<file path="src/rtl/mips_params.svh">
`ifndef MIPS_PARAMS_SVH
`define MIPS_PARAMS_SVH

// first fetch address after reset
`define MIPS_RESET_VECTOR 32'hBFC00000

// executing from this address stops the core
`define MIPS_HALT_ADDR 32'h00000000

// register indices with a fixed role
`define MIPS_REG_V0 5'd2
`define MIPS_REG_RA 5'd31

`endif

</file>
<file path="src/rtl/mips_regfile.sv">
`include "mips_params.svh"

module mips_regfile (
    input  logic        clk,
    input  logic        reset,
    input  logic        clk_enable,
    input  logic [4:0]  read_index_a,
    input  logic [4:0]  read_index_b,
    input  logic        write_enable,
    input  logic [4:0]  write_index,
    input  logic [31:0] write_data,
    output logic [31:0] read_data_a,
    output logic [31:0] read_data_b,
    output logic [31:0] register_v0
);

    logic [31:0] regs [32];

    // $zero is never written, so it reads back as 0 after reset
    always_ff @(posedge clk) begin
        if (reset) begin
            for (int i = 0; i < 32; i++) begin
                regs[i] <= '0;
            end
        end else if (clk_enable && write_enable && write_index != 5'd0) begin
            regs[write_index] <= write_data;
        end
    end

    // reads see the old value in the write cycle
    assign read_data_a = regs[read_index_a];
    assign read_data_b = regs[read_index_b];

    assign register_v0 = regs[`MIPS_REG_V0];

endmodule

</file>
<file path="config.mk">
export PLATFORM = sky130hd
export DESIGN_NAME = mips_regfile
export DESIGN_NICKNAME = d
export VERILOG_FILES = /design/src/rtl/mips_regfile.sv
export VERILOG_INCLUDE_DIRS = /design/src /design/src/rtl
export SDC_FILE = /design/constraint.sdc
export NUM_CORES = 2
export LEC_CHECK = 0
export BUFFER_PORTS_ARGS = -buffer_cell sky130_fd_sc_hd__buf_2
export CAP_MARGIN = 40
export CORE_MARGIN = 2
export CORE_UTILIZATION = 50
export CTS_CLUSTER_SIZE = 30
export DETAILED_ROUTE_END_ITERATION = 7
export PLACE_DENSITY = 0.69
export REMOVE_ABC_BUFFERS = 1
export SETUP_SLACK_MARGIN = 0.15
export SYNTH_ARGS = -nofsm -noshare
export SYNTH_HDL_FRONTEND = slang
export SYNTH_SLANG_ARGS = --single-unit
</file>
<file path="constraint.sdc">
create_clock -name clk -period 2.8 [get_ports clk]
set_clock_uncertainty 0.2 [all_clocks]
set_input_delay 0.28 -clock clk [delete_from_list [all_inputs] [get_ports clk]]
set_output_delay 0.28 -clock clk [all_outputs]
set_load 0.01 [all_outputs]
</file>
==> impl_results.md <==
- CTS clk-pin slew, worst paths: 0.06 ns
- Final HPWL DP: 117000 um
- Die area: 115000 sq um
- Place WS: -0.118 ns
- Detailed Routing Iterations Pass 1: 5
- Core area: 111000 sq um
- Sw frac: 0.261
- Residual DRC count: 0
- GRT Total Usage: 0.322
- Critical Path RT: 2.32 ns
- Worst slew margin: 0.473
- # setup viols final: 0
- Met1 global-route usage: 0.417
- Final ANT Viol Nets: 0
- Yosys top cell by area: edfxtp_1
- Max H-tree Level: 3
- Largest net degree at the start of global routing: 78
- Routed wire length: 190000 um
- TritonCTS Buffers: 110
- Power Internal: 28000 uW
- Number of global-route vias before repair: ~40k
- CTS Root Cell: clkbuf_16
- Synth unique cells: 32
- Area of the multi-input gates: 24800 sq um
- Combinational Power Share: 0.139
- Reg area: ~31000 sq um
- VDD IR max: roughly 0.54 mV
- Hold_ws: 0.0156 ns
- Setup slack after layout: 0.0235 ns
- Syn Area/Cell: 12.2 sq um
- CP Max Fanout: 3
- Tmin final: ~2.8 ns
- Max cap viols: 0
- HP Class: in2reg
- Clk pwr share: 0.381
- Via count: 40.4k
- Synth Instances: 4604
- Main flop type after synthesis: edfxtp_1
- Antenna violations before repair: 10
- Slew @ Worst Pin: 0.791 ns
- CP Data Arrival Time: 2.30 ns
- Max Slew Vio Count: 0
- CTS tree: built
- Nets@finish: 4855
- Synth top area cells: edfxtp_1 (55%), mux2i_1 (18%), and2_1 (11%)
- Final Hold Viols: 0
- CP Launch Type: register
- First-pass GRT wire length: about 270000 um
- Number of DRC markers in iteration 0: about 4.7k
- Leakage: approximately 0.026 uW
- Synth warn: 0
- P per Cell Area: 575 nW/um^2
- Die width: 339 um
- Fin crit share: 0.992
- Syn Std Cell Area: 56100 sq um
- Fillers: around 8.8k
- Max reg flops: approximately 1.0k
- Commonest non-fill, non-tap cells in the layout: edfxtp_1 (1024), mux2i_1 (1021), and2_1 (992)
- Commonest non-fill, non-tap cell in the layout: edfxtp_1
- Area growth, synth to finish: 17.5%
- GR Layer Usage met3: 0.0589
- Row cnt: approximately 120
- Final Total Pwr: 37900 uW
- Run status: finished clean
- Fmax: 360 MHz
- Starting Density: 0.505
- RSZ-0062 raised after global routing: true
- CTS Buffer Depth: 3
- Avg WL per Cell: 29.7 um
- Io pins: 147
- Gr busiest metal: met2
- Biggest regs: regs (1024)
- Clk sinks: 1024
- Number of port buffers: 146
- Synth top area share: 0.548
- FFs w/ async S/R, synth: 0
- GP Congestion: 0.921
- Global Route met2 Usage: 0.521
- Final Util: 0.594
- Crit end category: output port
- Height of the die: 339 um
- Total grt overflow: 0
- Most flop-heavy register: regs
- EDFF count, synth: just over 1k
- WS Path Type: reg2out
- Sequential power share: 0.479
- Via density: around 6.3
- Switching power: 9880 uW
- Yosys reg bits: 1024
- Post-synthesis sequential area ratio: 0.548
- Layout cells sized above 1: 0.181
metrics by stage:
stage / setup TNS [ns] / cell area [sq um] / instances
2_1_floorplan: -186.48 / 53900 / 4190
3_3_place_gp: -0.282 / 60200 / 6136
3_5_place_dp: -0.298 / 60200 / 6136
4_1_cts: -0.0464 / 65700 / 6373
5_1_grt: -0.104 / 65900 / 6383
6_report: 0 / 65900 / 6387
per-layer routing:
| layer | wire length (um) | vias up |
|---|---|---|
| li1 | - | 17300 |
| met1 | 72700 | 20200 |
| met2 | 89300 | 2364 |
| met3 | 17300 | 547 |
| met4 | 10500 | 10 |
| met5 | 57 | - |
synth_stat cells (10+ instances only):
library cell and count:
or2_2 33, a22oi_1 192, mux2i_1 1024, edfxtp_1 1024
nor2_1 15, buf_1 21, nand2_1 196, nor2_4 10
and2_1 994, buf_6 30, a22o_1 128, nand3_1 193
buf_2 71, a31oi_1 64, nor2_2 10, buf_4 65
a21oi_1 192, clkbuf_2 43, clkbuf_1 212, nor3_1 64
what timing repair did:
action,in CTS,in global routing
endpoints found under the setup margin,62,62
hold buffers,10,0
buffers inserted,24,10
hold endpoints to repair,158,0
pin swaps,128,54
gates resized for setup,280,21
cells by family after synthesis:
kind of cell	count (synthesis)	share of synthesized area
muxes	1024	0.183
and+or+nand+nor	1534	0.158
other	1	0.0000669
buffers and inverters	445	0.0409
DFF	1024	0.548
AOI/OAI and AO/OA	576	0.0700
path summary, 6_finish.rpt:
path	from	end	depth (start not counted)
worst max-delay path	regs[2][18]	read_data_a[18]	6
worst min-delay path	write_data[11]	regs[9][11]	2
critical path, cell delays in order, from the launching register on:
cell,delay (ns)
edfxtp_1,0.46
mux2i_1,0.18
a22o_1,0.15
nor3_1,0.06
a31oi_2,0.41
nand3_1,0.16
buf_2,0.17
final cells by class:
class	instances	share of cell area
diodes	4	0.000152
clock buffers	134	0.0444
clock inverters	69	0.00883
multi-input cells	3166	0.376
flip-flops and latches	1024	0.467
well taps	1488	0.0283
repair buffers	502	0.0758
power groups by stage:
stage	Combinational, uW	Clock, uW	Sequential [uW]
after detailed placement	4620	0	18500
after global placement	4580	0	18400
after global routing	5470	15100	18200
after floorplan	2160	0	18300
final	5280	14400	18200
after CTS	5150	14500	18100
No activity file was read; power rests on OpenSTA's default activity.
