**src/rtl/mips_params.svh**
```systemverilog
`ifndef MIPS_PARAMS_SVH
`define MIPS_PARAMS_SVH

// first fetch address after reset
`define MIPS_RESET_VECTOR 32'hBFC00000

// executing from this address stops the core
`define MIPS_HALT_ADDR 32'h00000000

// register indices with a fixed role
`define MIPS_REG_V0 5'd2
`define MIPS_REG_RA 5'd31

`endif

```
**src/rtl/mips_pkg.sv**
```systemverilog
package mips_pkg;

    // primary opcodes, instr[31:26]
    typedef enum logic [5:0] {
        OP_SPECIAL = 6'd0,  OP_REGIMM = 6'd1,  OP_J     = 6'd2,  OP_JAL   = 6'd3,
        OP_BEQ     = 6'd4,  OP_BNE    = 6'd5,  OP_BLEZ  = 6'd6,  OP_BGTZ  = 6'd7,
        OP_ADDI    = 6'd8,  OP_ADDIU  = 6'd9,  OP_SLTI  = 6'd10, OP_SLTIU = 6'd11,
        OP_ANDI    = 6'd12, OP_ORI    = 6'd13, OP_XORI  = 6'd14, OP_LUI   = 6'd15,
        OP_LB      = 6'd32, OP_LH     = 6'd33, OP_LW    = 6'd35, OP_LBU   = 6'd36,
        OP_LHU     = 6'd37, OP_SB     = 6'd40, OP_SH    = 6'd41, OP_SW    = 6'd43
    } opcode_t;

    // function codes under SPECIAL, instr[5:0]
    typedef enum logic [5:0] {
        FN_SLL  = 6'd0,  FN_SRL   = 6'd2,  FN_SRA  = 6'd3,  FN_SLLV  = 6'd4,
        FN_SRLV = 6'd6,  FN_SRAV  = 6'd7,  FN_JR   = 6'd8,  FN_JALR  = 6'd9,
        FN_MFHI = 6'd16, FN_MTHI  = 6'd17, FN_MFLO = 6'd18, FN_MTLO  = 6'd19,
        FN_MULT = 6'd24, FN_MULTU = 6'd25, FN_DIV  = 6'd26, FN_DIVU  = 6'd27,
        FN_ADD  = 6'd32, FN_ADDU  = 6'd33, FN_SUB  = 6'd34, FN_SUBU  = 6'd35,
        FN_AND  = 6'd36, FN_OR    = 6'd37, FN_XOR  = 6'd38, FN_NOR   = 6'd39,
        FN_SLT  = 6'd42, FN_SLTU  = 6'd43
    } funct_t;

    // rt field under REGIMM
    typedef enum logic [4:0] {
        RI_BLTZ   = 5'd0,
        RI_BGEZ   = 5'd1,
        RI_BLTZAL = 5'd16,
        RI_BGEZAL = 5'd17
    } regimm_t;

    // two cycles per instruction
    typedef enum logic {
        FETCH = 1'b0,
        EXEC  = 1'b1
    } cpu_state_t;

endpackage

```
**src/rtl/mips_mem_align.sv**
```systemverilog
module mips_mem_align import mips_pkg::*; (
    input  opcode_t     opcode,
    input  logic [31:0] eff_addr,
    input  logic [31:0] mem_word,
    input  logic [31:0] reg_word,
    output logic [31:0] load_data,
    output logic [31:0] store_data
);

    logic [1:0]  lane;
    logic [7:0]  sel_byte;
    logic [15:0] sel_half;

    assign lane = eff_addr[1:0];

    // big endian, lane 0 is the top byte
    always_comb begin
        case (lane)
            2'd0:    sel_byte = mem_word[31:24];
            2'd1:    sel_byte = mem_word[23:16];
            2'd2:    sel_byte = mem_word[15:8];
            default: sel_byte = mem_word[7:0];
        endcase
    end

    assign sel_half = lane[1] ? mem_word[15:0] : mem_word[31:16];

    always_comb begin
        case (opcode)
            OP_LB:   load_data = {{24{sel_byte[7]}}, sel_byte};
            OP_LBU:  load_data = {24'd0, sel_byte};
            OP_LH:   load_data = {{16{sel_half[15]}}, sel_half};
            OP_LHU:  load_data = {16'd0, sel_half};
            default: load_data = mem_word;
        endcase
    end

    // partial stores merge into the word read during fetch
    always_comb begin
        store_data = mem_word;
        case (opcode)
            OP_SB: begin
                case (lane)
                    2'd0:    store_data[31:24] = reg_word[7:0];
                    2'd1:    store_data[23:16] = reg_word[7:0];
                    2'd2:    store_data[15:8]  = reg_word[7:0];
                    default: store_data[7:0]   = reg_word[7:0];
                endcase
            end
            OP_SH: begin
                if (lane[1]) begin
                    store_data[15:0] = reg_word[15:0];
                end else begin
                    store_data[31:16] = reg_word[15:0];
                end
            end
            default: store_data = reg_word;
        endcase
    end

endmodule

```
**config.mk**
```make
export PLATFORM = sky130hd
export DESIGN_NAME = mips_mem_align
export DESIGN_NICKNAME = d
export VERILOG_FILES = /design/src/rtl/mips_params.svh /design/src/rtl/mips_pkg.sv /design/src/rtl/mips_mem_align.sv
export SDC_FILE = /design/constraint.sdc
export NUM_CORES = 1
export LEC_CHECK = 0
export BUFFER_PORTS_ARGS = -buffer_cell sky130_fd_sc_hd__buf_2
export CAP_MARGIN = 20
export CORE_MARGIN = 2
export CORE_UTILIZATION = 44
export DETAILED_ROUTE_END_ITERATION = 10
export PLACE_DENSITY = 0.89
export SLEW_MARGIN = 20
export SYNTH_ARGS = -nofsm -noshare
export SYNTH_HDL_FRONTEND = slang
export SYNTH_SLANG_ARGS = --single-unit
```
**constraint.sdc**
```tcl
create_clock -name vclk -period 3.2
set_input_delay 0.64 -clock vclk [all_inputs]
set_output_delay 0.64 -clock vclk [all_outputs]
set_load 0.05 [all_outputs]
```
==> results of run 1 <==
## cell type report
| cell class | count | area (um^2) | area share [%] |
|---|---|---|---|
| inverters | 4 | 15.01 | 0.5687 |
| multi-input cells | 254 | 1799 | 68.15 |
| well taps | 52 | 65.06 | 2.464 |
| repair buffers | 145 | 760.7 | 28.82 |
## power breakdown
group / total, mW / internal [mW] / leakage, nW / switching (mW)
clock: 0 / 0 / 0 / 0
combinational: 0.545 / 0.161 / 1.23 / 0.384
sequential: 0 / 0 / 0 / 0
## placed cells by master, fill, tap and decap left out, types with 8 or more instances in the layout
master and n:
o22ai_1 8, or3_1 8, o31ai_1 13, buf_2 136
nand2_1 33, o21ai_0 39, a221oi_1 8, mux2i_1 19
nand2b_1 26, nand3_1 8, nand4_1 10, buf_4 8
a21oi_1 19, mux2_2 10
## metal layers
layer	global-route usage, %	vias to the layer above	routed length (um)
li1	-	1344	-
met1	39.12	1341	3135
met2	54.41	171	3919
met3	2.279	20	611
met4	9.015	0	193
met5	0	-	0
## cell usage after synthesis, types with 7 or more instances
library cell	n	area (um^2)
a211oi_1	7	52.55
a21oi_1	19	95.09
a221oi_1	8	70.07
buf_2	10	50.05
clkbuf_1	12	45.04
mux2_2	10	112.6
mux2i_1	19	190.2
mux4_2	7	157.7
nand2_1	33	123.9
nand2b_1	26	162.7
nand3_1	8	40.04
nand4_1	10	62.56
nor2_1	7	26.28
nor3_1	7	35.03
o21ai_0	39	195.2
o22ai_1	8	50.05
o31ai_1	15	112.6
or3_1	8	50.05
## cells by family after synthesis
kind of cell | Yosys count
buf+inv | 36
simple gates | 110
mux | 36
compound gates | 108
## path summary, 6_finish.rpt
kind / slack, ps / to / start / depth (start not counted)
hold / removal: 1690 / store_data[23] / reg_word[23] / 4
setup / recovery: 160 / store_data[14] / opcode[4] / 5
## metrics by stage
stage	cells	total power, mW
finish	455	0.5450
global route	455	0.5773
CTS	455	0.5403
detailed placement	455	0.5389
global placement	455	0.5297
floorplan	290	0.3847
==> impl_metrics.yaml, run 1 <==
worst_setup_path:
  cp-end-kind: "primary output"
  crit_type: "in -> out"
  crit_slowest_cell: "or3b_1"
  path_buf_inv: 2
  crit_arrival_ps: 2400
  startpoint_type: "input port"
  critPathRequiredTime_ps: 2560
  critPathMaxStageDelay_ps: 710
  critPathMostFrequentCell: "buf_2"
  path_cells: "buf_2 > or3b_1 > nor3_4 > a221oi_1 > buf_2"
  path_delay_family: "simple AND/OR/NAND/NOR gates"
  critPathMaxFanout: 18
floorplanning:
  start_util_pct: 45.55
  die_y_um: 71.14
  pin_count: 166
  rows: 24
  fp.dieArea_um2: 5060
  core_area_um2: 4354
  die_w_um: 71.14
layout:
  nFlopsAndLatches: 0
  area_growth_pct: 33.12
  n_clock_buffer: 0
  fillers: 415
  diodes: 0
  fin_nets: 507
  fin_area_um2: 2640
  drive_gt1_share_pct: 43.67
  final_util_pct: 60.63
  seq_area_um2: 0
synthesis:
  synth_fa_ha_area_share_pct: 0
  netlist_instances: 290
  ys_warn_count: 0
  syn-num-nets: 392
  synth-simple-area-share_pct: 31.42
  synth_compound_area_share_pct: 35.46
  synth-xor-area-share_pct: 0
  yosysUniqueCellTypes: 38
  synthMuxAreaShare_pct: 23.22
  syn_area_um2: 1983
  synth_top_family_by_area: "compound AO/OA/AOI/OAI gates"
  postSynthAreaPerCell_um2: 6.838
  synth.yosys.seq_area_share_pct: 0
global_routing:
  gr-total-overflow: 0
  first_global_vias: 2672
  grt.total_usage_pct: 30.48
  grt_pass1_wl_um: 12900
  antenna_found_initial: 0
  grt_max_degree: 57
drt:
  drt_iter0_markers: 215
  drt-pass1-iter-count: 5
  drc: 0
  via_count: 2876
  wire_per_inst_um: 17.27
  finalWirelength_um: 7859
  via_per_inst: 6.321
  ant_nets: 0
sta:
  max_freq_ghz: 0.3292
  rsz0062_at_grt: "no"
  worst_slew_pin_slew_ps: 1009
  setup_viol: 0
  fin_ws_ps: 162.6
  min_period_ps: 3037
  maxSlewViolCount: 0
  slew_headroom_pct: 32.57
  period_share_pct: 94.92
  finalSetupTns_ps: 0
  hold_viol: 0
  whs_ps: 1694
clock_network:
  post_cts_buffers: 0
  cts_resized: 0
  cts_hold_buf: 0
power:
  ir_drop_v: 0.00009971
  p_leak_nw: 1.227
  powerDensity_nw_per_um2: 206.4
min_path:
  hp-class: "in -> out"
placed_design:
  port_buffers: 136
  gp_congestion: 0.8737
  placed_area_um2: 2638
  hpwl_um: 6024
  pre_cts_ws_ps: 49.41
run_status:
  status: "finished clean"
run:
  max_cap_violations: 0
No activity file was read; power rests on OpenSTA's default activity.
==> run 2: changes to the inputs <==
- REMOVE_ABC_BUFFERS: unset -> 1
==> run 2 against run 1 <==
  * Combinational power increased by 2%
  * Sequential share of layout area unchanged
  * Clock-buffer cell count unchanged
  * First-iteration DRC count increased by 19%
  * Die area unchanged
  * Final cell count increased by 2.2%
  * Global-route usage increased by 0.65 points
  * Worst setup slack improved by 110 ps
  * Critical endpoint is now load_data[10]
  * Critical path depth unchanged
  * Non-clock buffer count increased by 10
==> impl_metrics.yaml, run 2 (synthesis gave the netlist of run 1 again) <==
power:
  p_sw_mw: 0.3862
  clkPwrFrac_pct: 0
  ir_drop_v: 0.0001284
  pwr-share-seq_pct: 0
  powerDensity_nw_per_um2: 204.8
  pwr-share-comb_pct: 100.0
  total_power_mw: 0.5559
  p_leak_nw: 1.277
  p_int_mw: 0.1698
  netSwitchingFraction_pct: 69.46
sta:
  worst_slew_pin_slew_ps: 733.2
  setup_viol: 0
  rsz0062_at_grt: "no"
  maxSlewViolCount: 0
  period_share_pct: 91.51
  max_freq_ghz: 0.3415
  min_period_ps: 2928
  hold_viol: 0
  finalSetupTns_ps: 0
  slew_headroom_pct: 51.02
run_status:
  status: "finished clean"
drt:
  drc: 0
  via_count: 2964
  drt-pass1-iter-count: 6
  ant_nets: 0
  wire_per_inst_um: 17.85
  drt_iter0_markers: 255
  finalWirelength_um: 8299
  via_per_inst: 6.374
floorplanning:
  die_y_um: 71.14
  pin_count: 166
  start_util_pct: 45.55
  die_w_um: 71.14
  fp.dieArea_um2: 5060
  rows: 24
  core_area_um2: 4354
layout:
  final_util_pct: 62.36
  multi_input_area_um2: 1787
  layout_commonest_cell: "buf_2"
  diodes: 0
  mostFrequentLayoutCells: "136 x buf_2, 39 x o21ai_0, 33 x nand2_1"
  fillers: 396
  drive_gt1_share_pct: 44.31
  seq_area_um2: 0
  area_growth_pct: 36.91
  fin_nets: 517
  n_clock_buffer: 0
  nFlopsAndLatches: 0
  fin_area_um2: 2715
min_path:
  hold_path_end: "store_data[21]"
  hold_path_depth: 4
  min_from: "reg_word[21]"
  hp-class: "in -> out"
worst_setup_path:
  cp-end-kind: "primary output"
  path_cells: "buf_2 > mux4_2 > nand4_1 > nand4_1 > buf_2"
  path_delay_family: "multiplexers"
  critPathMaxFanout: 13
  critPathMaxStageDelay_ps: 570
  crit_arrival_ps: 2290
  crit_type: "in -> out"
  critPathRequiredTime_ps: 2560
  path_buf_inv: 2
  crit_slowest_cell: "mux4_2"
  startpoint_type: "input port"
run:
  max_cap_violations: 0
clock_network:
  post_cts_buffers: 0
  cts_hold_buf: 0
  cts_resized: 0
global_routing:
  antenna_found_initial: 0
  grt_max_degree: 40
  grt_pass1_wl_um: 12950
  gr-total-overflow: 0
  grt.total_usage_pct: 31.12
  first_global_vias: 2786
placed_design:
  gp_congestion: 0.8247
  hpwl_um: 5930
  port_buffers: 136
  placed_area_um2: 2715
==> run 2: final cells by class <==
| cell class | instances | area share (%) |
|---|---|---|
| Tap cell | 52 | 2.396 |
| Timing Repair Buffer | 155 | 31.24 |
| Multi-Input combinational cell | 254 | 65.81 |
| Inverter | 4 | 0.5530 |
==> run 2: worst max-delay path by stage <==
stage	startpoint	cells past startpoint	slack [ps]	to
final	eff_addr[0]	5	270	load_data[10]
after detailed placement	opcode[4]	6	300	store_data[9]
after CTS	eff_addr[0]	5	290	load_data[10]
after global routing	opcode[0]	6	190	store_data[16]
after floorplan	eff_addr[1]	3	-130	store_data[10]
after global placement	eff_addr[0]	5	330	load_data[10]
==> run 2: metrics by stage <==
step	std cells	hold WS [ps]	setup slack [ps]
after floorplan	258	1561	-129.6
after global placement	465	1693	330.0
after detailed placement	465	1695	303.2
after CTS	465	1698	294.4
after global routing	465	1731	186.9
final	465	1697	271.7
==> run 2: power groups by stage <==
stage,logic (mW),clock network [mW],registers [mW]
final,0.556,0,0
after global routing,0.587,0,0
after CTS,0.551,0,0
after detailed placement,0.549,0,0
after global placement,0.541,0,0
after floorplan,0.351,0,0
==> run 2: per-layer routing <==
metal  vias up  part of all wire, %  GRT usage (%)
met4         0                  1.8          13.00
met2       229                   47          52.96
li1       1365                    -              -
met1      1352                   39          40.00
met5         -                    0              0
met3        18                   12          3.276
